===== src/design/feeder_macros.svh =====
`ifndef FEEDER_MACROS_SVH
`define FEEDER_MACROS_SVH

// array side
`define FEEDER_LANES 4
`define FEEDER_LANE_WIDTH 8

// window side is a fixed 3x3
`define FEEDER_KERNEL 3

// ring of image rows held in the line buffer
`define FEEDER_RING_ROWS 4

// image limits
`define FEEDER_MAX_COLS 32
`define FEEDER_MAX_ROWS 32

`endif


===== src/design/buffer_pkg.sv =====
`include "feeder_macros.svh"

package buffer_pkg;

	// one value for one lane of the array
	typedef logic [`FEEDER_LANE_WIDTH-1:0] lane_t;

	// one pixel with lane 0 in the low bits
	typedef logic [`FEEDER_LANES*`FEEDER_LANE_WIDTH-1:0] word_t;

	// ring row times max columns plus column
	typedef logic [$clog2(`FEEDER_RING_ROWS*`FEEDER_MAX_COLS)-1:0] buf_addr_t;

endpackage


===== src/design/window_pkg.sv =====
`include "feeder_macros.svh"

package window_pkg;

	// row or column count wide enough to hold the max itself
	typedef logic [$clog2(`FEEDER_MAX_ROWS+1)-1:0] dim_t;

	typedef enum logic {
		STRIDE_1 = 1'b0,
		STRIDE_2 = 1'b1
	} stride_e;

	// input side
	typedef enum logic [1:0] {
		WR_IDLE  = 2'd0,
		WR_FILL  = 2'd1,
		WR_DRAIN = 2'd2 // last pixel in and waiting for the reader
	} wr_state_e;

	// window walk
	typedef enum logic [1:0] {
		RD_IDLE = 2'd0,
		RD_WAIT = 2'd1, // rows for the next output row not there yet
		RD_SCAN = 2'd2
	} rd_state_e;

endpackage


===== src/design/feeder_ifs.sv =====
`timescale 1ns/1ps

// row bookkeeping between the writer and the window walk
interface row_sync_if;
	logic frame_start;
	window_pkg::dim_t rows_done; // complete rows written
	window_pkg::dim_t rows_freed; // rows the reader has let go
	logic frame_done;

	modport writer (
		output frame_start, rows_done,
		input rows_freed, frame_done
	);

	modport reader (
		input frame_start, rows_done,
		output rows_freed, frame_done
	);
endinterface

// read side of the line buffer
interface buf_rd_if;
	logic rd_en;
	buffer_pkg::buf_addr_t rd_addr;
	logic rd_last;
	buffer_pkg::word_t rd_data; // one cycle after rd_en

	modport gen (output rd_en, rd_addr, rd_last);
	modport ram (input rd_en, rd_addr, output rd_data);
	modport sink (input rd_en, rd_last, rd_data);
endinterface


===== src/design/conv_feeder.sv =====
`timescale 1ns/1ps

module conv_feeder (
	input logic clk,
	input logic rst,
	input logic i_start,
	input window_pkg::dim_t i_cols,
	input window_pkg::dim_t i_rows,
	input window_pkg::stride_e i_stride,
	input logic i_valid,
	input buffer_pkg::word_t i_data,
	output logic o_full,
	output logic o_valid,
	output buffer_pkg::word_t o_lane_data,
	output logic o_done
);

	logic we;
	buffer_pkg::buf_addr_t waddr;
	buffer_pkg::word_t wdata;

	row_sync_if sync_if ();
	buf_rd_if rd_if ();

	pixel_writer u_writer (
		.clk     (clk),
		.rst     (rst),
		.i_start (i_start),
		.i_cols  (i_cols),
		.i_rows  (i_rows),
		.i_valid (i_valid),
		.i_data  (i_data),
		.o_full  (o_full),
		.o_we    (we),
		.o_waddr (waddr),
		.o_wdata (wdata),
		.sync    (sync_if.writer)
	);

	line_buffer_ram u_ram (
		.clk     (clk),
		.i_we    (we),
		.i_waddr (waddr),
		.i_wdata (wdata),
		.rd      (rd_if.ram)
	);

	window_addr_gen u_addr_gen (
		.clk      (clk),
		.rst      (rst),
		.i_cols   (i_cols), // latched on frame_start
		.i_rows   (i_rows),
		.i_stride (i_stride),
		.sync     (sync_if.reader),
		.rd       (rd_if.gen)
	);

	lane_skew u_skew (
		.clk         (clk),
		.rst         (rst),
		.rd          (rd_if.sink),
		.o_valid     (o_valid),
		.o_lane_data (o_lane_data),
		.o_done      (o_done)
	);

endmodule


===== src/design/lane_skew.sv =====
`timescale 1ns/1ps
`include "feeder_macros.svh"

module lane_skew (
	input logic clk,
	input logic rst,
	buf_rd_if.sink rd,
	output logic o_valid,
	output buffer_pkg::word_t o_lane_data,
	output logic o_done
);

	logic en_q;
	logic last_q;

	// line up with the registered RAM output
	always_ff @(posedge clk) begin
		if (rst) begin
			en_q <= 1'b0;
			last_q <= 1'b0;
		end else begin
			en_q <= rd.rd_en;
			last_q <= rd.rd_last;
		end
	end

	assign o_valid = en_q; // follows lane 0
	assign o_done = last_q;

	// wavefront with lane i held back i cycles
	for (genvar i = 0; i < `FEEDER_LANES; i++) begin : g_lane
		buffer_pkg::lane_t lane_in;

		assign lane_in = rd.rd_data[i*`FEEDER_LANE_WIDTH +: `FEEDER_LANE_WIDTH];

		if (i == 0) begin : g_direct
			assign o_lane_data[i*`FEEDER_LANE_WIDTH +: `FEEDER_LANE_WIDTH] = lane_in;
		end else begin : g_delay
			buffer_pkg::lane_t dly [i];

			always_ff @(posedge clk) begin
				dly[0] <= lane_in;
				for (int k = 1; k < i; k++)
					dly[k] <= dly[k-1];
			end

			assign o_lane_data[i*`FEEDER_LANE_WIDTH +: `FEEDER_LANE_WIDTH] = dly[i-1];
		end
	end

endmodule


===== src/design/line_buffer_ram.sv =====
`timescale 1ns/1ps
`include "feeder_macros.svh"

module line_buffer_ram (
	input logic clk,
	input logic i_we,
	input buffer_pkg::buf_addr_t i_waddr,
	input buffer_pkg::word_t i_wdata,
	buf_rd_if.ram rd
);

	// ring rows laid out back to back at max width each
	buffer_pkg::word_t mem [`FEEDER_RING_ROWS*`FEEDER_MAX_COLS];

	always_ff @(posedge clk) begin
		if (i_we)
			mem[i_waddr] <= i_wdata;
	end

	// registered read port
	always_ff @(posedge clk) begin
		if (rd.rd_en)
			rd.rd_data <= mem[rd.rd_addr];
	end

endmodule


===== src/design/pixel_writer.sv =====
`timescale 1ns/1ps
`include "feeder_macros.svh"

module pixel_writer (
	input logic clk,
	input logic rst,
	input logic i_start,
	input window_pkg::dim_t i_cols,
	input window_pkg::dim_t i_rows,
	input logic i_valid,
	input buffer_pkg::word_t i_data,
	output logic o_full,
	output logic o_we,
	output buffer_pkg::buf_addr_t o_waddr,
	output buffer_pkg::word_t o_wdata,
	row_sync_if.writer sync
);

	window_pkg::wr_state_e state;
	window_pkg::dim_t cols_q;
	window_pkg::dim_t rows_q;
	window_pkg::dim_t col;
	window_pkg::dim_t row; // row being written and count of complete rows
	window_pkg::dim_t ahead;
	logic done_seen; // reader may finish before the unused bottom rows arrive

	assign sync.frame_start = (state == window_pkg::WR_IDLE) && i_start;
	assign sync.rows_done = row;

	// unread rows in the ring
	assign ahead = row - sync.rows_freed;
	assign o_full = (state == window_pkg::WR_FILL) &&
		(ahead == window_pkg::dim_t'(`FEEDER_RING_ROWS));

	assign o_we = (state == window_pkg::WR_FILL) && i_valid && !o_full;
	assign o_waddr = buffer_pkg::buf_addr_t'((row % `FEEDER_RING_ROWS) * `FEEDER_MAX_COLS + col);
	assign o_wdata = i_data;

	always_ff @(posedge clk) begin
		if (rst) begin
			state <= window_pkg::WR_IDLE;
			col <= '0;
			row <= '0;
			done_seen <= 1'b0;
		end else begin
			case (state)
				window_pkg::WR_IDLE: if (sync.frame_start) begin
					cols_q <= i_cols; // geometry held for the whole frame
					rows_q <= i_rows;
					col <= '0;
					row <= '0;
					done_seen <= 1'b0;
					state <= window_pkg::WR_FILL;
				end
				window_pkg::WR_FILL: begin
					if (sync.frame_done)
						done_seen <= 1'b1;
					if (o_we) begin
						if (col == window_pkg::dim_t'(cols_q - 1'b1)) begin
							col <= '0;
							row <= row + 1'b1; // row complete
							if (row == window_pkg::dim_t'(rows_q - 1'b1))
								state <= window_pkg::WR_DRAIN;
						end else begin
							col <= col + 1'b1;
						end
					end
				end
				window_pkg::WR_DRAIN: if (sync.frame_done || done_seen)
					state <= window_pkg::WR_IDLE;
				default: state <= window_pkg::WR_IDLE;
			endcase
		end
	end

endmodule


===== src/design/window_addr_gen.sv =====
`timescale 1ns/1ps
`include "feeder_macros.svh"

module window_addr_gen (
	input logic clk,
	input logic rst,
	input window_pkg::dim_t i_cols,
	input window_pkg::dim_t i_rows,
	input window_pkg::stride_e i_stride,
	row_sync_if.reader sync,
	buf_rd_if.gen rd
);

	localparam int KW = $clog2(`FEEDER_KERNEL);

	window_pkg::rd_state_e state;
	window_pkg::dim_t cols_q;
	window_pkg::dim_t rows_q;
	window_pkg::stride_e stride_q;
	window_pkg::dim_t out_cols;
	window_pkg::dim_t out_rows;
	window_pkg::dim_t oy;
	window_pkg::dim_t ox;
	logic [KW-1:0] ky;
	logic [KW-1:0] kx;
	window_pkg::dim_t iy;
	window_pkg::dim_t ix;
	window_pkg::dim_t row_need;
	logic last_col;
	logic last_row;
	buffer_pkg::buf_addr_t tap_addr;

	// output index to image index
	function automatic window_pkg::dim_t scale(window_pkg::dim_t v, window_pkg::stride_e s);
		return (s == window_pkg::STRIDE_2) ? window_pkg::dim_t'(v << 1) : v;
	endfunction

	// windows along one side are (n - 3) / s + 1
	function automatic window_pkg::dim_t out_len(window_pkg::dim_t n, window_pkg::stride_e s);
		if (s == window_pkg::STRIDE_2)
			return window_pkg::dim_t'(((n - `FEEDER_KERNEL) >> 1) + 1);
		return window_pkg::dim_t'(n - `FEEDER_KERNEL + 1);
	endfunction

	assign out_cols = out_len(cols_q, stride_q);
	assign out_rows = out_len(rows_q, stride_q);

	assign iy = scale(oy, stride_q) + window_pkg::dim_t'(ky);
	assign ix = scale(ox, stride_q) + window_pkg::dim_t'(kx);
	assign row_need = scale(oy, stride_q) + window_pkg::dim_t'(`FEEDER_KERNEL); // bottom row of window + 1

	assign tap_addr = buffer_pkg::buf_addr_t'((iy % `FEEDER_RING_ROWS) * `FEEDER_MAX_COLS + ix);

	assign last_col = (ox == window_pkg::dim_t'(out_cols - 1'b1));
	assign last_row = (oy == window_pkg::dim_t'(out_rows - 1'b1));

	always_ff @(posedge clk) begin
		if (rst) begin
			state <= window_pkg::RD_IDLE;
			rd.rd_en <= 1'b0;
			rd.rd_last <= 1'b0;
			sync.frame_done <= 1'b0;
			sync.rows_freed <= '0;
			oy <= '0;
			ox <= '0;
			ky <= '0;
			kx <= '0;
		end else begin
			rd.rd_en <= 1'b0;
			rd.rd_last <= 1'b0;
			sync.frame_done <= 1'b0;
			case (state)
				window_pkg::RD_IDLE: if (sync.frame_start) begin
					cols_q <= i_cols;
					rows_q <= i_rows;
					stride_q <= i_stride;
					oy <= '0;
					ox <= '0;
					ky <= '0;
					kx <= '0;
					sync.rows_freed <= '0;
					state <= window_pkg::RD_WAIT;
				end
				window_pkg::RD_WAIT: if (sync.rows_done >= row_need)
					state <= window_pkg::RD_SCAN;
				window_pkg::RD_SCAN: begin
					rd.rd_en <= 1'b1;
					rd.rd_addr <= tap_addr;
					// kx fastest, then ky, then output column
					if (kx != (`FEEDER_KERNEL - 1)) begin
						kx <= kx + 1'b1;
					end else begin
						kx <= '0;
						if (ky != (`FEEDER_KERNEL - 1)) begin
							ky <= ky + 1'b1;
						end else begin
							ky <= '0;
							if (!last_col) begin
								ox <= ox + 1'b1;
							end else begin
								// release top rows once the output row is finished
								ox <= '0;
								sync.rows_freed <= scale(oy + 1'b1, stride_q);
								if (last_row) begin
									rd.rd_last <= 1'b1;
									sync.frame_done <= 1'b1;
									state <= window_pkg::RD_IDLE;
								end else begin
									oy <= oy + 1'b1;
									state <= window_pkg::RD_WAIT;
								end
							end
						end
					end
				end
				default: state <= window_pkg::RD_IDLE;
			endcase
		end
	end

endmodule


===== config.mk =====
export PLATFORM = sky130hd
export DESIGN_NAME = conv_feeder
export DESIGN_NICKNAME = d
export VERILOG_FILES = /design/src/design/buffer_pkg.sv /design/src/design/window_pkg.sv /design/src/design/feeder_ifs.sv /design/src/design/conv_feeder.sv /design/src/design/lane_skew.sv /design/src/design/line_buffer_ram.sv /design/src/design/pixel_writer.sv /design/src/design/window_addr_gen.sv
export VERILOG_INCLUDE_DIRS = /design/src /design/src/design
export SDC_FILE = /design/constraint.sdc
export NUM_CORES = 2
export LEC_CHECK = 0
export BUFFER_PORTS_ARGS = -buffer_cell sky130_fd_sc_hd__clkbuf_2
export CAP_MARGIN = 40
export CORE_ASPECT_RATIO = 1.5
export CORE_MARGIN = 2
export CORE_UTILIZATION = 56
export CTS_CLUSTER_DIAMETER = 100
export DETAILED_ROUTE_END_ITERATION = 16
export PLACE_DENSITY = 0.72
export SYNTH_ARGS = -nofsm -noshare
export SYNTH_HDL_FRONTEND = slang
export SYNTH_MEMORY_MAX_BITS = 65536
export SYNTH_SLANG_ARGS = --single-unit

===== constraint.sdc =====
create_clock -name clk -period 4.75 [get_ports clk]
set_input_delay 0.2375 -clock clk [delete_from_list [all_inputs] [get_ports clk]]
set_output_delay 0.2375 -clock clk [all_outputs]
set_load 0.005 [all_outputs]

# --- Yosys cells after proc, flatten, opt, wreduce, memory -nomap -nowiden ---
# Memories as Yosys holds them, arrays and structs flattened. A register that Yosys moved wholly into a read port is not among the register bits.
# Index checks and enable logic that the tools add are counted.
totals:
  register_bits: 75
  out_inout_bits: 35
  elab_cells: 150
  input_bits: 49
  memories: 4
  ram_bits: 4144
op_classes:
  reduce_logical: 24
  mux: 53
  n_bitwise: 3
  add_sub_neg: 22
  eq_ne: 23
  order_cmp: 1
memory_table:
  columns: ["memory", "depth", "word_bits", "read_ports", "rd_clocked_by_memory_dff", "wr", "line_no", "source"]
  rows:
  - ["u_ram.mem", 128, 32, 1, 1, 1, "line_buffer_ram.sv:13", "buffer_pkg::word_t mem [`FEEDER_RING_ROWS*`FEEDER_MAX_COLS];"]
  - ["u_skew.g_lane[3].g_delay.dly", 3, 8, 3, 0, 3, "lane_skew.sv:39", "buffer_pkg::lane_t dly [i];"]
  - ["u_skew.g_lane[2].g_delay.dly", 2, 8, 2, 0, 2, "lane_skew.sv:39", null]
  - ["u_skew.g_lane[1].g_delay.dly", 1, 8, 1, 0, 1, "lane_skew.sv:39", null]
op_table:
  columns: ["cell", "count"]
  rows:
  - ["$mux 6", 22]
  - ["$pmux 6 s2", 5]
  - ["$add 6x1->6 const B", 8]
  - ["$mux 2", 13]
  - ["$eq 6x6->1", 4]
  - ["$sub 6x1->6 const B", 4]
  - ["$ne 2x2->1 const B", 9]
  - ["$reduce_and 3->1", 5]
  - ["$reduce_and 5->1", 3]
  - ["$add 7x6->7", 2]
  - ["$sub 6x2->7 const B", 2]
  - ["$pmux 2 s3", 2]
  - ["$ne 2x1->1 const B", 5]
  - ["$mux 1", 8]
  - ["$pmux 2 s2", 2]
  - ["$reduce_and 4->1", 2]
  - ["$add 6x2->6", 1]
  - ["$add 6x2->6 const B", 1]
  - ["$eq 6x3->1 const B", 1]
  - ["$ge 6x6->1", 1]
  - ["$reduce_and 6->1", 1]
  - ["$sub 6x6->6", 1]
  - ["$reduce_or 5->1", 1]
  - ["$add 2x1->2 const B", 2]
  - ["other kinds (11)", 21]

# --- Depth between registers and ports, before layout ---
depth:
  ltp_word: 11
  mapped_depth: 20
  ltp_nobuf: 14

# --- Modules after synthesis ---
# Synthesis repeated with hierarchy kept, for this count alone.
hier_totals:
  cells_unflattened: 6795
  hier_area_um2: 164108.6
modules_own_cells:
  columns: ["mod", "n_inst", "area_each_um2", "cells_per_inst", "seq_area_each_um2"]
  rows:
  - ["line_buffer_ram", 1, 156596.4, 5990, 123958.9]
  - ["window_addr_gen", 1, 4227.8, 500, 1121.1]
  - ["pixel_writer", 1, 2090.8, 229, 660.6]
  - ["lane_skew", 1, 1193.6, 76, 1001.0]

# --- Least setup slack after synthesis ---
# OpenSTA, ideal clock, no wires.
synth_path:
  path_kind: "reg2reg"
  startpoint: "register u_addr_gen.stride_q"
  endpoint: "register u_addr_gen.sync.rows_freed[4]"
  required_ps: 4679
  path_buffers: 8
  period_less_slack_ps: 4718
  path_slack_ps: 32
  path_stages_with_launch: 21
  setup_time_ps: 71
  t_arrival_ps: 4647
  path_cell_list: "edfxtp_1 -> buf_2 -> buf_2 -> buf_2 -> buf_2 -> buf_1 -> buf_1 -> nand2_1 -> o21ai_0 -> ha_1 -> clkbuf_2 -> or3b_1 -> o31ai_2 -> nor3_1 -> or4_4 -> o31ai_4 -> xnor2_1 -> o211a_1 -> buf_6 -> or4_1 -> a21oi_1"
synth_between:
  elab_chain_len: 6
  elab_cells_between_ends: 11
  cone_classes: "add/sub (1); eq/ne (2); mux (7); reduce/logical (1)"
synth_rtl:
  columns: ["item", "line_no", "source"]
  rows:
  - ["from (decl)", "window_addr_gen.sv:19", "window_pkg::stride_e stride_q;"]
  - ["from (signal assigned)", "window_addr_gen.sv:76", "stride_q <= i_stride;"]
  - ["$mux 1", "window_addr_gen.sv:40", "if (s == window_pkg::STRIDE_2)"]
  - ["$mux 6", "window_addr_gen.sv:42", "return window_pkg::dim_t'(n - `FEEDER_KERNEL + 1);"]
  - ["$sub 6x1->6", "window_addr_gen.sv:54", "assign last_col = (ox == window_pkg::dim_t'(out_cols - 1'b1));"]
  - ["$eq 6x6->1", "window_addr_gen.sv:54", null]
  - ["$ne 2x1->1 (no source line)", null, null]
  - ["$reduce_and 5->1 (no source line)", null, null]
  - ["to (signal assigned)", "window_addr_gen.sv:103", "sync.rows_freed <= scale(oy + 1'b1, stride_q);"]
  - ["to (decl)", "feeder_ifs.sv:17", "output rows_freed, frame_done"]
# Several ways; a longest one is shown, not always the timed one. The select of a mux whose other input is x is not followed.
# A chain may end at the register's enable or synchronous reset.

# --- Final worst setup path ---
layout_path:
  startpoint: "register u_addr_gen.cols_q[0]"
  endpoint: "register u_addr_gen.sync.rows_freed[2]"
layout_between:
  elab_chain_len: 8
  elab_cells_between_ends: 9
  cone_classes: "add/sub (4); eq/ne (2); mux (2); reduce/logical (1)"
layout_rtl:
  columns: ["item", "line_no", "source"]
  rows:
  - ["from (decl)", "window_addr_gen.sv:17", "window_pkg::dim_t cols_q;"]
  - ["from (signal assigned)", "window_addr_gen.sv:74", "cols_q <= i_cols;"]
  - ["$sub 6x2->7 (no source line) (*)", null, null]
  - ["$add 6x1->6", "window_addr_gen.sv:41", "return window_pkg::dim_t'(((n - `FEEDER_KERNEL) >> 1) + 1);"]
  - ["$mux 6", "window_addr_gen.sv:40", null]
  - ["$mux 6 (*)", "window_addr_gen.sv:42", null]
  - ["$sub 6x1->6 (*)", "window_addr_gen.sv:54", null]
  - ["$eq 6x6->1 (*)", "window_addr_gen.sv:54", null]
  - ["$ne 2x1->1 (no source line) (*)", null, null]
  - ["$reduce_and 5->1 (no source line) (*)", null, null]
# Mark *: on every way between the ends. The rest lies on a longest branch, timed or not. The select of a mux whose other input is x is not followed.

==> flow_summary.ini <==
[status]
outcome = completed

[grt]
grt_max_degree = 105
grt_overflow = 0
grt.met2_usage_pct = 46.8
grt_usage_pct = 28.1
busiest_layer = met2
antenna_found_initial = 56
grt_pass1_vias = 77800
grt_pass1_wl_mm = 582
grtUsageMet3_pct = 4.70
gr-usage-met1_pct = 37.6

[worst_setup_path]
crit_arrival_ps = 5170
cp-end-kind = flip-flop
regToRegEndpoint = u_addr_gen.sync.rows_freed[2]
cp-start-kind = flip-flop
rrSetupSlack_ps = 410
r2r-start = u_addr_gen.cols_q[0]
critPathKind = flip-flop to flip-flop
cp_max_fo = 14
r2r.worst_path.cells = 14
required_ps = 5580

[sta]
fmax_mhz = 230
drv_slew = 0
post-route-period-util_pct = 91.4
setup_viol = 0
maxSlewHeadroom_pct = 34.0
tightest_slew_ps = 990
fin_tns_setup_ps = 0
period_minus_slack_ps = 4340
finalHoldViolations = 0
worst_slack_ps = 408
clock_skew_ps = 49.1
rsz0062_at_grt = no

[min_path]
min_path_cells = 2
hold_end = u_addr_gen.stride_q
hold_start = i_stride
hp-class = primary input to flip-flop

[logic_synthesis]
syn_inst = 6676
synth_edf_count = 4160
synth_xor_area_share_pct = 0.325
synth_compound_area_share_pct = 0.639
postSynthNetCount = 6753
ys_ff_latch = 4251
synth-seq-area-share_pct = 77.7
synth_top_area_cell = edfxtp_1
synthMuxAreaShare_pct = 18.9
synthTopCellsByArea = edfxtp_1 77%, mux4_2 19%, dfxtp_1 1.1%
yosysTopAreaCellShare_pct = 76.6
dominantRegCellSynth = edfxtp_1
async_flop_share_pct = 0
synth_warnings = 0
synth_top_family_by_area = multiplexers
synth_cell_types = 80
syn_area_um2 = 163000
postSynthAreaPerCell_um2 = 24.4
synth_simple_gate_area_share_pct = 1.13
yosys.area_share.adder_pct = 0.220

[placed_design]
io_buffer_count = 83
hpwl_mm = 228
place_area_um2 = 172000
pre_cts_ws_ps = 489
place_congestion = 0.823

[run]
maxCapViolCount = 0

[layout]
postLayoutCellArea_um2 = 185000
drive_above_1_share_pct = 33.3
fill_cells = 18000
final_common_cell = edfxtp_1
syn_to_final_growth_pct = 13.5
nets = 7193
layout.cells.most_common_list = 4160 x edfxtp_1, 1344 x mux4_2, 382 x clkbuf_16
final_util_pct = 63.9

[floorplanning]
die_area_um2 = 296000
fp-row-count = 242
dieHeight_um = 665
fp.coreArea_um2 = 290000
start_util_pct = 56.3
io_pins = 84
die_width_um = 445

[detailed_routing]
drc_errors = 0
wire_per_inst_um = 36.8
vias_per_cell = 6.86
drtIter0Drc = 10400
ant_nets = 0
vias = 77000
wl_mm = 413
dr.pass1.iters = 6

[clock_network]
cts_resized = 0
cts_setup_buffers = 0
clk_latency_ps = 920
cts_buffers = 372
h-tree-depth = 5
clk_path_buf_depth = 4
cts_tree = built
clkTransAtPathRegs_ps = 60
cts.sinks = 4251
cts-root-buf = clkbuf_16

[power]
p_leak_nw = 57.0
ir_worst_vdd_v = 0.000355
p_per_area_nw_per_um2 = 394
Yosys cell counts (7+ instances only):
library cell / instances
a31oi_1: 8
nand4_1: 10
nor3_1: 24
o21ai_0: 29
nor2b_1: 18
nor2_1: 176
buf_1: 78
or4_1: 13
mux2_2: 34
ha_1: 27
dfxtp_1: 91
a21o_1: 9
nand3_1: 24
inv_1: 28
o211ai_1: 7
xor2_1: 17
or3_1: 11
buf_4: 25
edfxtp_1: 4160
xnor2_1: 36
a21oi_1: 45
o21a_1: 8
nand2b_1: 8
mux4_2: 1344
clkbuf_1: 265
nand2_1: 54
mux2i_1: 21
nor4_1: 10
nor4b_1: 7
through the flow:
step	instances	power, W	hold slack [ps]
floorplan	6676	0.0422	310
global route	11200	0.0746	60.7
global placement	10500	0.0430	314
CTS	11200	0.0733	0.983
finish	11200	0.0730	58.4
detailed placement	10500	0.0431	312
power breakdown:
| part | switching [W] | total, W | internal, W |
|---|---|---|---|
| logic | 0.000869 | 0.00107 | 0.000205 |
| registers | 0.0000391 | 0.0412 | 0.0412 |
| clock network | 0.0133 | 0.0307 | 0.0174 |
flip-flops by register name, summed over array words and instances, names as in the netlist:
signal	count
u_skew.o_valid	1
u_writer.done_seen	1
u_addr_gen.oy	6
u_writer.col	6
u_addr_gen.ox	6
u_addr_gen.cols_q	6
u_writer.rows_q	6
u_writer.state	2
u_addr_gen.rd.rd_last	1
u_addr_gen.rows_q	6
u_writer.sync.rows_done	6
u_addr_gen.state	2
u_ram.mem	4096
u_addr_gen.kx	2
u_skew.g_lane.g_delay.dly	48
u_ram.rd.rd_data	32
u_skew.o_done	1
u_addr_gen.sync.rows_freed	6
u_addr_gen.rd.rd_addr	7
u_addr_gen.ky	2
u_writer.cols_q	6
u_addr_gen.stride_q	1
u_addr_gen.rd.rd_en	1
worst max-delay path by stage:
| stage | from | cells past startpoint | end | slack [ps] |
|---|---|---|---|---|
| after floorplan | u_addr_gen.stride_q | 20 | u_addr_gen.sync.rows_freed[4] | 30 |
| final | u_addr_gen.cols_q[0] | 14 | u_addr_gen.sync.rows_freed[2] | 410 |
| after global placement | u_addr_gen.cols_q[0] | 14 | u_addr_gen.sync.rows_freed[2] | 510 |
| after detailed placement | u_addr_gen.cols_q[0] | 14 | u_addr_gen.sync.rows_freed[1] | 490 |
| after CTS | u_addr_gen.cols_q[0] | 14 | u_addr_gen.sync.rows_freed[1] | 450 |
| after global routing | u_addr_gen.cols_q[0] | 14 | u_addr_gen.sync.rows_freed[1] | 150 |
cell type report:
| cell class | count | area [µm²] | area share [%] |
|---|---|---|---|
| Tap cell | 3782 | 4730 | 2.56 |
| Timing Repair Buffer | 444 | 5570 | 3.01 |
| Inverter | 29 | 109 | 0.0588 |
| Antenna cell | 28 | 70.1 | 0.0379 |
| Clock inverter | 222 | 2410 | 1.30 |
| Multi-Input combinational cell | 2018 | 35600 | 19.2 |
| Clock buffer | 452 | 9840 | 5.32 |
| Sequential cell | 4251 | 127000 | 68.5 |
critical path: stages, from the launching register on:
cell,delay [ps]
edfxtp_1,500
ha_1,280
xnor2_1,310
nand2_1,140
o21ai_0,150
ha_1,250
or3b_1,370
o31ai_2,190
nor3_1,70
or4_4,530
o31ai_4,260
xnor2_1,120
o211a_1,380
or4_1,540
a21oi_1,160
cells by family after synthesis:
kind of cell    after synthesis
buf+inv                     407
mux                        1399
simple gates                381
compound gates              154
fa+ha+maj                    28
flops                      4251
xor+xnor                     56
metal layers:
layer  vias up  wire length, µm
li1      29700                -
met1     41500           145000
met2      4947           210000
met3       781            40300
met4        28            17200
met5         -              199
timing repair:
item	CTS	global route
setup endpoints to repair	0	0
endpoints found under the hold margin	1848	0
hold buffers	47	0
Power figures use the tool's default switching activity.
